[config.mk]
export PLATFORM = sky130hd
export DESIGN_NAME = gcm_tag_verify
export DESIGN_NICKNAME = d
export VERILOG_FILES = /design/src/gcm_pkg.sv /design/src/gcm_tag_verify.sv /design/src/tag_checker.sv /design/src/ghash_accumulator.sv /design/src/tag_sequencer_fsm.sv /design/src/block_timer.sv /design/src/gf128_multiplier.sv
export VERILOG_INCLUDE_DIRS = /design/src
export SDC_FILE = /design/constraint.sdc
export NUM_CORES = 2
export LEC_CHECK = 0
export BUFFER_PORTS_ARGS = -buffer_cell sky130_fd_sc_hd__clkbuf_2
export CAP_MARGIN = 0
export CORE_ASPECT_RATIO = 1.4
export CORE_MARGIN = 2
export CORE_UTILIZATION = 57
export CTS_BUF_LIST = sky130_fd_sc_hd__clkbuf_8 sky130_fd_sc_hd__clkbuf_16
export DETAILED_ROUTE_END_ITERATION = 10
export PLACE_DENSITY = 0.83
export SYNTH_ARGS = -nofsm -noshare
export SYNTH_HDL_FRONTEND = slang
export SYNTH_SLANG_ARGS = --single-unit
[constraint.sdc]
create_clock -name i_clock -period 26.4 [get_ports i_clock]
set_input_delay 1.32 -clock i_clock [delete_from_list [all_inputs] [get_ports i_clock]]
set_output_delay 1.32 -clock i_clock [all_outputs]
set_load 0.05 [all_outputs]
[src/ghash_settings.svh]
// ==============================
// Widths and constants of the GHASH tag path.
// GCM_NB_TIMER must hold the largest text block count of a frame.
// ==============================
`ifndef GHASH_SETTINGS_SVH
`define GHASH_SETTINGS_SVH

// Width of one GCM block in bits.
`define GCM_NB_BLOCK 128

// Width of the text block counter, 0 to 1023 blocks.
`define GCM_NB_TIMER 10

// Shift from a bit length to a whole block count.
`define GCM_LOG2_BLOCK_BITS 7

// Reduction constant R, 0xE1 followed by 120 zero bits.
`define GCM_R_POLY {8'he1, 120'd0}

`endif
[src/gcm_pkg.sv]
// ==============================
// Shared types of the tag verifier.
// The header carries the hash key and the tag mask from outside.
// ==============================
`include "ghash_settings.svh"

package gcm_pkg;

    // One 128-bit block, bit 127 is GCM bit 0.
    typedef logic [`GCM_NB_BLOCK-1:0] block_t;

    // Header beat of a frame.
    // Lengths are in bits, as in the GCM length word.
    typedef struct packed {
        block_t                      hash_key;
        block_t                      aad;
        logic [`GCM_NB_BLOCK/2-1:0]  length_aad;
        logic [`GCM_NB_BLOCK/2-1:0]  length_text;
        block_t                      tag;
        block_t                      tag_mask;
    } frame_hdr_t;

    // Frame sequencer states.
    typedef enum logic [2:0] {
        IDLE,
        AAD,
        TEXT,
        LENGTH,
        DONE
    } seq_state_e;

    // Block select codes from the sequencer to the accumulator.
    localparam logic [1:0] SEL_AAD    = 2'd0;
    localparam logic [1:0] SEL_TEXT   = 2'd1;
    localparam logic [1:0] SEL_LENGTH = 2'd2;

endpackage

[src/gcm_tag_verify.sv]
// ==============================
// GCM tag verifier, one block per 129 cycles.
// E(K,J0) and H come from an external cipher in the header.
// ==============================
`timescale 1ns/1ns

module gcm_tag_verify
(
    input  logic                i_clock,
    input  logic                i_reset,
    input  logic                i_valid,
    input  logic                i_sop,
    input  gcm_pkg::frame_hdr_t i_hdr,
    input  gcm_pkg::block_t     i_text,
    input  logic                i_clear_fault,
    output logic                o_ready,
    output logic                o_tag_valid,
    output logic                o_fail,
    output logic                o_fault_sop_busy
);

    logic            hdr_load;
    logic            text_take;
    logic            mult_start;
    logic            mult_done;
    logic            final_pulse;
    logic            zero;
    logic [1:0]      sel;
    gcm_pkg::block_t ghash;

    // Frame control.
    tag_sequencer_fsm i_tag_sequencer_fsm
    (
        .i_clock          (i_clock),
        .i_reset          (i_reset),
        .i_valid          (i_valid),
        .i_sop            (i_sop),
        .i_clear_fault    (i_clear_fault),
        .i_mult_done      (mult_done),
        .i_zero           (zero),
        .o_ready          (o_ready),
        .o_hdr_load       (hdr_load),
        .o_text_take      (text_take),
        .o_mult_start     (mult_start),
        .o_final          (final_pulse),
        .o_fault_sop_busy (o_fault_sop_busy),
        .o_sel            (sel)
    );

    // Text blocks left.
    block_timer i_block_timer
    (
        .i_clock       (i_clock),
        .i_reset       (i_reset),
        .i_load        (hdr_load),
        .i_length_text (i_hdr.length_text),
        .i_dec         (text_take),
        .o_zero        (zero)
    );

    ghash_accumulator i_ghash_accumulator
    (
        .i_clock      (i_clock),
        .i_reset      (i_reset),
        .i_hdr_load   (hdr_load),
        .i_hdr        (i_hdr),
        .i_text       (i_text),
        .i_text_take  (text_take),
        .i_sel        (sel),
        .i_mult_start (mult_start),
        .o_mult_done  (mult_done),
        .o_ghash      (ghash)
    );

    tag_checker i_tag_checker
    (
        .i_clock     (i_clock),
        .i_reset     (i_reset),
        .i_hdr_load  (hdr_load),
        .i_hdr       (i_hdr),
        .i_final     (final_pulse),
        .i_ghash     (ghash),
        .o_tag_valid (o_tag_valid),
        .o_fail      (o_fail)
    );

endmodule

[src/tag_checker.sv]
// ==============================
// Tag compare against mask XOR GHASH.
// o_fail holds until the next accepted header.
// ==============================
`timescale 1ns/1ns

module tag_checker
(
    input  logic                i_clock,
    input  logic                i_reset,
    input  logic                i_hdr_load,
    input  gcm_pkg::frame_hdr_t i_hdr,
    input  logic                i_final,
    input  gcm_pkg::block_t     i_ghash,
    output logic                o_tag_valid,
    output logic                o_fail
);

    gcm_pkg::block_t tag_q;
    gcm_pkg::block_t mask_q;
    gcm_pkg::block_t regen_tag;
    logic            mismatch;
    logic            fail_q;

    // Tag and E(K,J0) are only on the header beat.
    always_ff @(posedge i_clock)
    begin
        if (i_hdr_load)
        begin
            tag_q  <= i_hdr.tag;
            mask_q <= i_hdr.tag_mask;
        end
    end

    // Regenerated tag.
    assign regen_tag = mask_q ^ i_ghash;
    assign mismatch  = (regen_tag != tag_q);

    // Verdict kept after the pulse.
    always_ff @(posedge i_clock)
    begin
        if (i_reset || i_hdr_load)
        begin
            fail_q <= 1'b0;
        end
        else if (i_final)
        begin
            fail_q <= mismatch;
        end
    end

    // i_final is a one-cycle pulse from the sequencer state.
    assign o_tag_valid = i_final;
    assign o_fail      = i_final ? mismatch : fail_q;

endmodule

[src/ghash_accumulator.sv]
// ==============================
// GHASH state Y with one serial multiplier.
// Header fields are locked at the header beat.
// ==============================
`timescale 1ns/1ns

module ghash_accumulator
(
    input  logic                i_clock,
    input  logic                i_reset,
    input  logic                i_hdr_load,
    input  gcm_pkg::frame_hdr_t i_hdr,
    input  gcm_pkg::block_t     i_text,
    input  logic                i_text_take,
    input  logic [1:0]          i_sel,
    input  logic                i_mult_start,
    output logic                o_mult_done,
    output gcm_pkg::block_t     o_ghash
);

    gcm_pkg::block_t hash_key_q;
    gcm_pkg::block_t aad_q;
    gcm_pkg::block_t length_q;
    gcm_pkg::block_t text_q;
    gcm_pkg::block_t y_acc;
    gcm_pkg::block_t block_in;
    gcm_pkg::block_t mult_x;
    gcm_pkg::block_t product;
    logic            mult_busy;

    // Header lock, length word is len(A) || len(C).
    // Y restarts from zero for each frame.
    always_ff @(posedge i_clock)
    begin
        if (i_hdr_load)
        begin
            hash_key_q <= i_hdr.hash_key;
            aad_q      <= i_hdr.aad;
            length_q   <= {i_hdr.length_aad, i_hdr.length_text};
            y_acc      <= '0;
        end
        else if (o_mult_done)
        begin
            y_acc <= product;
        end
    end

    // Text beat held until its multiply starts.
    always_ff @(posedge i_clock)
    begin
        if (i_text_take)
        begin
            text_q <= i_text;
        end
    end

    // Block select into the hash.
    always_comb
    begin
        case (i_sel)
            gcm_pkg::SEL_TEXT:   block_in = text_q;
            gcm_pkg::SEL_LENGTH: block_in = length_q;
            default:             block_in = aad_q;
        endcase
    end

    assign mult_x = y_acc ^ block_in;

    gf128_multiplier i_gf128_multiplier
    (
        .i_clock   (i_clock),
        .i_reset   (i_reset),
        .i_start   (i_mult_start),
        .i_x       (mult_x),
        .i_h       (hash_key_q),
        .o_done    (o_mult_done),
        .o_busy    (mult_busy),
        .o_product (product)
    );

    assign o_ghash = y_acc;

    // A new header must not change H under a running multiply.
    a_no_hdr_busy: assert property (
        @(posedge i_clock) disable iff (i_reset)
        i_hdr_load |-> !mult_busy
    );

endmodule

[src/tag_sequencer_fsm.sv]
// ==============================
// Frame FSM: AAD, text blocks, length word.
// Header beat is taken in IDLE only; a busy i_sop sets a sticky fault.
// ==============================
`timescale 1ns/1ns

module tag_sequencer_fsm
(
    input  logic       i_clock,
    input  logic       i_reset,
    input  logic       i_valid,
    input  logic       i_sop,
    input  logic       i_clear_fault,
    input  logic       i_mult_done,
    input  logic       i_zero,
    output logic       o_ready,
    output logic       o_hdr_load,
    output logic       o_text_take,
    output logic       o_mult_start,
    output logic       o_final,
    output logic       o_fault_sop_busy,
    output logic [1:0] o_sel
);

    gcm_pkg::seq_state_e state;
    gcm_pkg::seq_state_e state_next;
    logic                running;
    logic                text_pend;

    // ==============================
    // Next state and strobes.
    // ==============================
    always_comb
    begin
        state_next   = state;
        o_hdr_load   = 1'b0;
        o_text_take  = 1'b0;
        o_mult_start = 1'b0;
        o_final      = 1'b0;
        o_ready      = 1'b0;
        o_sel        = gcm_pkg::SEL_AAD;
        case (state)
            gcm_pkg::IDLE:
            begin
                if (i_valid && i_sop)
                begin
                    o_hdr_load = 1'b1;
                    state_next = gcm_pkg::AAD;
                end
            end
            gcm_pkg::AAD:
            begin
                o_mult_start = !running;
                // No text at all goes straight to the length word.
                if (i_mult_done)
                begin
                    state_next = i_zero ? gcm_pkg::LENGTH : gcm_pkg::TEXT;
                end
            end
            gcm_pkg::TEXT:
            begin
                o_sel = gcm_pkg::SEL_TEXT;
                // Ready also in the done cycle, Y is written before the start.
                o_ready      = !i_zero && !text_pend && (!running || i_mult_done);
                o_text_take  = o_ready && i_valid && !i_sop;
                o_mult_start = text_pend;
                if (i_mult_done && i_zero)
                begin
                    state_next = gcm_pkg::LENGTH;
                end
            end
            gcm_pkg::LENGTH:
            begin
                o_sel        = gcm_pkg::SEL_LENGTH;
                o_mult_start = !running;
                if (i_mult_done)
                begin
                    state_next = gcm_pkg::DONE;
                end
            end
            default:
            begin
                // Final GHASH is in Y here.
                o_final    = 1'b1;
                state_next = gcm_pkg::IDLE;
            end
        endcase
    end

    // ==============================
    // State registers.
    // ==============================
    always_ff @(posedge i_clock)
    begin
        if (i_reset)
        begin
            state     <= gcm_pkg::IDLE;
            running   <= 1'b0;
            text_pend <= 1'b0;
        end
        else
        begin
            state <= state_next;
            // Multiplier in flight, from start to done.
            running <= o_mult_start || (running && !i_mult_done);
            // Text block latched, start goes out next cycle.
            text_pend <= o_text_take;
        end
    end

    // Sticky fault, clear has priority over a new event.
    always_ff @(posedge i_clock)
    begin
        if (i_reset || i_clear_fault)
        begin
            o_fault_sop_busy <= 1'b0;
        end
        else if (i_valid && i_sop && (state != gcm_pkg::IDLE))
        begin
            o_fault_sop_busy <= 1'b1;
        end
    end

    // A done pulse only ends a multiply this FSM started.
    a_done_in_flight: assert property (
        @(posedge i_clock) disable iff (i_reset)
        i_mult_done |-> running
    );

endmodule

[src/block_timer.sv]
// ==============================
// Count of text blocks left in the frame.
// Text length is taken in whole blocks, up to 1023.
// ==============================
`timescale 1ns/1ns
`include "ghash_settings.svh"

module block_timer
(
    input  logic                        i_clock,
    input  logic                        i_reset,
    input  logic                        i_load,
    input  logic [`GCM_NB_BLOCK/2-1:0]  i_length_text,
    input  logic                        i_dec,
    output logic                        o_zero
);

    logic [`GCM_NB_TIMER-1:0] blocks_left;

    // Load at the header beat, one down per accepted text beat.
    always_ff @(posedge i_clock)
    begin
        if (i_reset)
        begin
            blocks_left <= '0;
        end
        else if (i_load)
        begin
            // Bit length to block count.
            blocks_left <= i_length_text[`GCM_LOG2_BLOCK_BITS +: `GCM_NB_TIMER];
        end
        else if (i_dec)
        begin
            blocks_left <= blocks_left - 1'b1;
        end
    end

    assign o_zero = (blocks_left == '0);

    // The sequencer drops o_ready once the last block is in.
    a_no_dec_at_zero: assert property (
        @(posedge i_clock) disable iff (i_reset)
        i_dec |-> !o_zero
    );

endmodule

[src/gf128_multiplier.sv]
// ==============================
// Bit-serial multiply in GF(2^128), GCM bit order.
// o_done pulses 128 cycles after i_start; no start while busy.
// ==============================
`timescale 1ns/1ns
`include "ghash_settings.svh"

module gf128_multiplier
(
    input  logic            i_clock,
    input  logic            i_reset,
    input  logic            i_start,
    input  gcm_pkg::block_t i_x,
    input  gcm_pkg::block_t i_h,
    output logic            o_done,
    output logic            o_busy,
    output gcm_pkg::block_t o_product
);

    localparam int                  NB_COUNT = $clog2(`GCM_NB_BLOCK);
    localparam logic [NB_COUNT-1:0] LAST_BIT = NB_COUNT'(`GCM_NB_BLOCK - 1);

    gcm_pkg::block_t     z_acc;
    gcm_pkg::block_t     v_reg;
    gcm_pkg::block_t     x_reg;
    logic [NB_COUNT-1:0] bit_cnt;
    logic                busy;

    // V times x, one right shift with reduction when bit 127 falls out.
    function automatic gcm_pkg::block_t shift_v(input gcm_pkg::block_t v);
        gcm_pkg::block_t shifted;
        shifted = v >> 1;
        if (v[0])
        begin
            shifted = shifted ^ `GCM_R_POLY;
        end
        return shifted;
    endfunction

    // ==============================
    // Control.
    // ==============================

    // The start cycle handles X bit 0, so 127 busy cycles remain.
    always_ff @(posedge i_clock)
    begin
        if (i_reset)
        begin
            busy    <= 1'b0;
            bit_cnt <= '0;
            o_done  <= 1'b0;
        end
        else
        begin
            o_done <= 1'b0;
            if (i_start)
            begin
                busy    <= 1'b1;
                bit_cnt <= NB_COUNT'(1);
            end
            else if (busy)
            begin
                bit_cnt <= bit_cnt + 1'b1;
                // Last bit handled here, product is whole next cycle.
                if (bit_cnt == LAST_BIT)
                begin
                    busy   <= 1'b0;
                    o_done <= 1'b1;
                end
            end
        end
    end

    // ==============================
    // Datapath.
    // ==============================

    // X is walked from its MSB, Z collects V where the bit is set.
    always_ff @(posedge i_clock)
    begin
        if (i_start)
        begin
            z_acc <= i_x[`GCM_NB_BLOCK-1] ? i_h : '0;
            v_reg <= shift_v(i_h);
            x_reg <= i_x << 1;
        end
        else if (busy)
        begin
            if (x_reg[`GCM_NB_BLOCK-1])
            begin
                z_acc <= z_acc ^ v_reg;
            end
            v_reg <= shift_v(v_reg);
            x_reg <= x_reg << 1;
        end
    end

    assign o_product = z_acc;
    assign o_busy    = busy;

    // The sequencer must wait for the product before the next block.
    a_no_start_busy: assert property (
        @(posedge i_clock) disable iff (i_reset)
        i_start |-> !busy
    );

endmodule

==> key figures <==
Outcome
  – Run status: finished clean

Yosys
  – Predominant post-synthesis flop cell: sky130_fd_sc_hd__edfxtp_1
  – Post-Syn Area per Cell: 14.82 um2
  – Cell area after synthesis: 51,660 um2
  – Fraction of the yosys area taken by sequential cells: 0.7287
  – Largest area contributor in the synthesized netlist: sky130_fd_sc_hd__edfxtp_1
  – Most frequent cell after synthesis: sky130_fd_sc_hd__edfxtp_1
  – Synthesis-stage register bit count: 1,305
  – Number of enable flip-flop cells after synthesis: approximately 1.2k
  – Number of library cell types mapped by synthesis: 46
  – Commonest cells in the synthesized netlist: sky130_fd_sc_hd__edfxtp_1, sky130_fd_sc_hd__nand2_1, sky130_fd_sc_hd__xnor2_1
  – Proportion of synthesized flip-flops having asynchronous set or reset: 0
  – Syn nets: ~4.3k
  – Number of synthesis warnings: 0
  – Cells after Synth: 3,486
  – Share of the synthesized area in the top cell type: 0.6690
  – Main area contributors after synthesis: sky130_fd_sc_hd__edfxtp_1, sky130_fd_sc_hd__dfxtp_1, sky130_fd_sc_hd__xnor2_1

Setup path
  – Maximum fanout along the worst path: roughly 170
  – Crit start category: flip-flop
  – Crit path to: i_ghash_accumulator.aad_q[83]$_DFFE_PP_
  – Minimum setup slack among reg-to-reg paths: 21.54 ns
  – Origin of the critical flop-to-flop path: i_tag_sequencer_fsm.state[2]$_SDFFE_PP0P_
  – Data required time of the worst path: 26.71 ns
  – Slowest stage cell on the critical path: sky130_fd_sc_hd__inv_8
  – Sort of element at the end of the critical path: flip-flop
  – Worst R2R End: i_ghash_accumulator.aad_q[83]$_DFFE_PP_
  – Worst-path cell chain: nor3_1, nand3_1, inv_8, buf_4, buf_12
  – Worst path max stage delay: 0.92 ns
  – Launching element of the worst setup path: i_tag_sequencer_fsm.state[2]$_SDFFE_PP0P_
  – Data arrival at the endpoint of the critical path: 5.17 ns
  – Number of cells traversed by the worst register-to-register path: 5
  – WS Path Type: reg2reg

Global route
  – Met3 usage in global routing: 0.07269
  – Antenna violations before repair: 45
  – Maximum number of pins on one net before global-route repair: 175
  – Global Route met2 Usage: 0.5121
  – GRT Total Usage: 0.3018
  – First-pass GRT wire length: 204.9 mm
  – Met1 track utilization from global routing: 0.3609
  – GRT Residual Overflow: 0
  – Busiest layer in global routing: met2
  – Vias in the first global route: 32.61k

Clock network
  – Insertion delay to the later sink of the worst-skew pair: 0.72 ns
  – Number of clock sinks: 1,305
  – Clock slew at reported path FFs: about 0.060 ns
  – Postcts setup bufs: 0
  – TritonCTS clock tree: done
  – H-tree depth: 3
  – Number of clock buffers inserted by TritonCTS: 114
  – Buffer cell driving the clock tree root: sky130_fd_sc_hd__clkbuf_16
  – Post-CTS Hold Fix Bufs: 0
  – CTS Buffer Depth: 3
  – Resized cells post-CTS: 0

STA
  – Total negative slack: 0 ns
  – RSZ-0062 raised after global routing: false
  – Final critical delay including setup and external delays: 4.861 ns
  – Worst Max-Slew Pin Slew: 1.204 ns
  – Hold slack final: 0.4524 ns
  – Portion of the clock cycle consumed by the worst path in the final layout: 0.1841
  – Final setup violation count: 0
  – Normalized max-slew margin: 0.1931
  – Hold violation count in the final report: 0
  – Fmax: 0.2057 GHz
  – Post-Route Skew: 0.03418 ns
  – Number of max-slew violations in the final report: 0

Layout
  – Area added between synthesis and finish: 17.22%
  – Core occupancy in the finished layout: 0.6745
  – Post-layout instance area: 60,560 um2
  – Final net count: 5,008
  – Fraction of layout instances using a drive strength above 1: 0.2285
  – Count of non-filler cells in the finished layout: 5,554

Floorplan
  – Core Area: 89,790 um2
  – Die W: 258.4 um
  – Starting utilization of the core area: 0.5754
  – Site Rows: 130
  – Vert. Die Dim: 360.2 um
  – Area of the die: 93,090 um2
  – I/O pins: 777

Pwr
  – Reported leakage power: approximately 23 nW
  – Portion of total power attributed to the clock network: 0.373
  – Combinational fraction of design power: 0.080
  – Internal: 3.501 mW
  – Max rail drop VDD: 0.08072 mV
  – Share of total power in sequential cells: 0.547
  – Power density over cell area: 74.93 nW/um2
  – Switching fraction of total power: 0.2284
  – Switching power summed over all nets: between 1 and 1.5 mW

Detailed routing
  – Post-detailed-routing wire length: 142.4 mm
  – Routed length per instance: 25.63 um
  – Post-route DRC: 0
  – Detailed-routing iteration count for the pre-antenna-repair pass: 6
  – Number of nets with antenna violations after routing: 0
  – Starting DRC count in detailed routing: 3,996
  – Routed via count divided by cell count: 5.747
  – Vias post-DR: 31.92k

Run
  – Count of max-cap constraint violations: 0

Placed design
  – HPWL after detailed placement: 99.62 mm
  – Count of buffers from port buffering: about 780
  – Routability congestion estimate: 0.9117
  – Number of placed cells counting well taps: about 5.3k
  – Instance area after placement: 56,690 um2

Worst hold path
  – Worst Hold Class: reg2reg
## cells in the final DEF (no fill, tap or decap), drive strengths merged, types with 6 or more instances in the layout
| master | Yosys | final |
|---|---|---|
| a211oi | 7 | 7 |
| nand2 | 660 | 660 |
| o22ai | 128 | 128 |
| nand4 | 28 | 28 |
| clkinvlp | 0 | 12 |
| buf | 20 | 32 |
| o21ai | 258 | 258 |
| edfxtp | 1151 | 1151 |
| xnor2 | 323 | 323 |
| inv | 4 | 37 |
| xnor3 | 98 | 98 |
| clkbuf | 160 | 893 |
| dfxtp | 154 | 154 |
| mux2i | 129 | 129 |
| nor3 | 7 | 7 |
| a22oi | 128 | 128 |
| diode | 0 | 34 |
| clkinv | 1 | 44 |
| xor2 | 13 | 13 |
| nor2 | 157 | 157 |
| bufinv | 0 | 13 |
| nor4 | 17 | 17 |
| a21oi | 6 | 6 |
## cells by family after synthesis
kind of cell               count (synthesis)  synth area share
DFF                                     1305            0.7287
buffers and inverters                    185           0.01393
muxes                                    129           0.02499
AOI/OAI and AO/OA                        538           0.06239
adders and majority gates                  5          0.001211
and+or+nand+nor                          890           0.06907
xor gates and xnor gates                 434           0.09969
## per-layer routing
layer | up-vias | routed length, um
li1 | 14285 | -
met1 | 15665 | 50940
met2 | 1640 | 71490
met3 | 297 | 12760
met4 | 32 | 6974
met5 | - | 212
## worst min path at each step
stage | start | slack (ns) | cells after the start | endpoint
after floorplan | flip-flop | 0.44 | 2 | i_ghash_accumulator.i_gf128_multiplier.o_done$_SDFF_PP0_
after global placement | flip-flop | 0.43 | 2 | i_ghash_accumulator.i_gf128_multiplier.o_done$_SDFF_PP0_
after detailed placement | flip-flop | 0.45 | 2 | i_ghash_accumulator.i_gf128_multiplier.o_done$_SDFF_PP0_
after CTS | flip-flop | 0.45 | 2 | i_ghash_accumulator.i_gf128_multiplier.o_done$_SDFF_PP0_
after global routing | flip-flop | 0.48 | 2 | i_ghash_accumulator.i_gf128_multiplier.o_done$_SDFF_PP0_
final | flip-flop | 0.45 | 2 | i_ghash_accumulator.i_gf128_multiplier.o_done$_SDFF_PP0_
## power groups by stage
| stage | sequential [mW] | combinational, mW | clock (mW) |
|---|---|---|---|
| final | 2.48 | 0.362 | 1.69 |
| after global routing | 2.49 | 0.395 | 1.78 |
| after CTS | 2.48 | 0.362 | 1.71 |
| after detailed placement | 2.52 | 0.356 | 0 |
| after global placement | 2.52 | 0.342 | 0 |
| after floorplan | 2.56 | 0.212 | 0 |
## final cells by class
type,count,area [um2]
fill,5906,29230
clock inverter,101,853.3
inverter,5,26.28
sequential,1305,37650
timing repair buffer,808,4161
antenna,34,85.08
tap,1188,1486
multi-input combinational,1996,13370
clock buffer,117,2928
## worst max-delay path, delay by kind of cell (launching register included)
family / cells / cell delay, ns
and+or+nand+nor: 2 / 1.19
DFF: 1 / 0.43
buffers and inverters: 3 / 2.49
## through the flow
stage	total power, mW	worst slack, ns
global placement	2.861	21.30
detailed placement	2.880	21.22
finish	4.537	21.54
global route	4.670	21.20
CTS	4.553	21.50
floorplan	2.775	6.194
No activity file was read; power rests on OpenSTA's default activity.
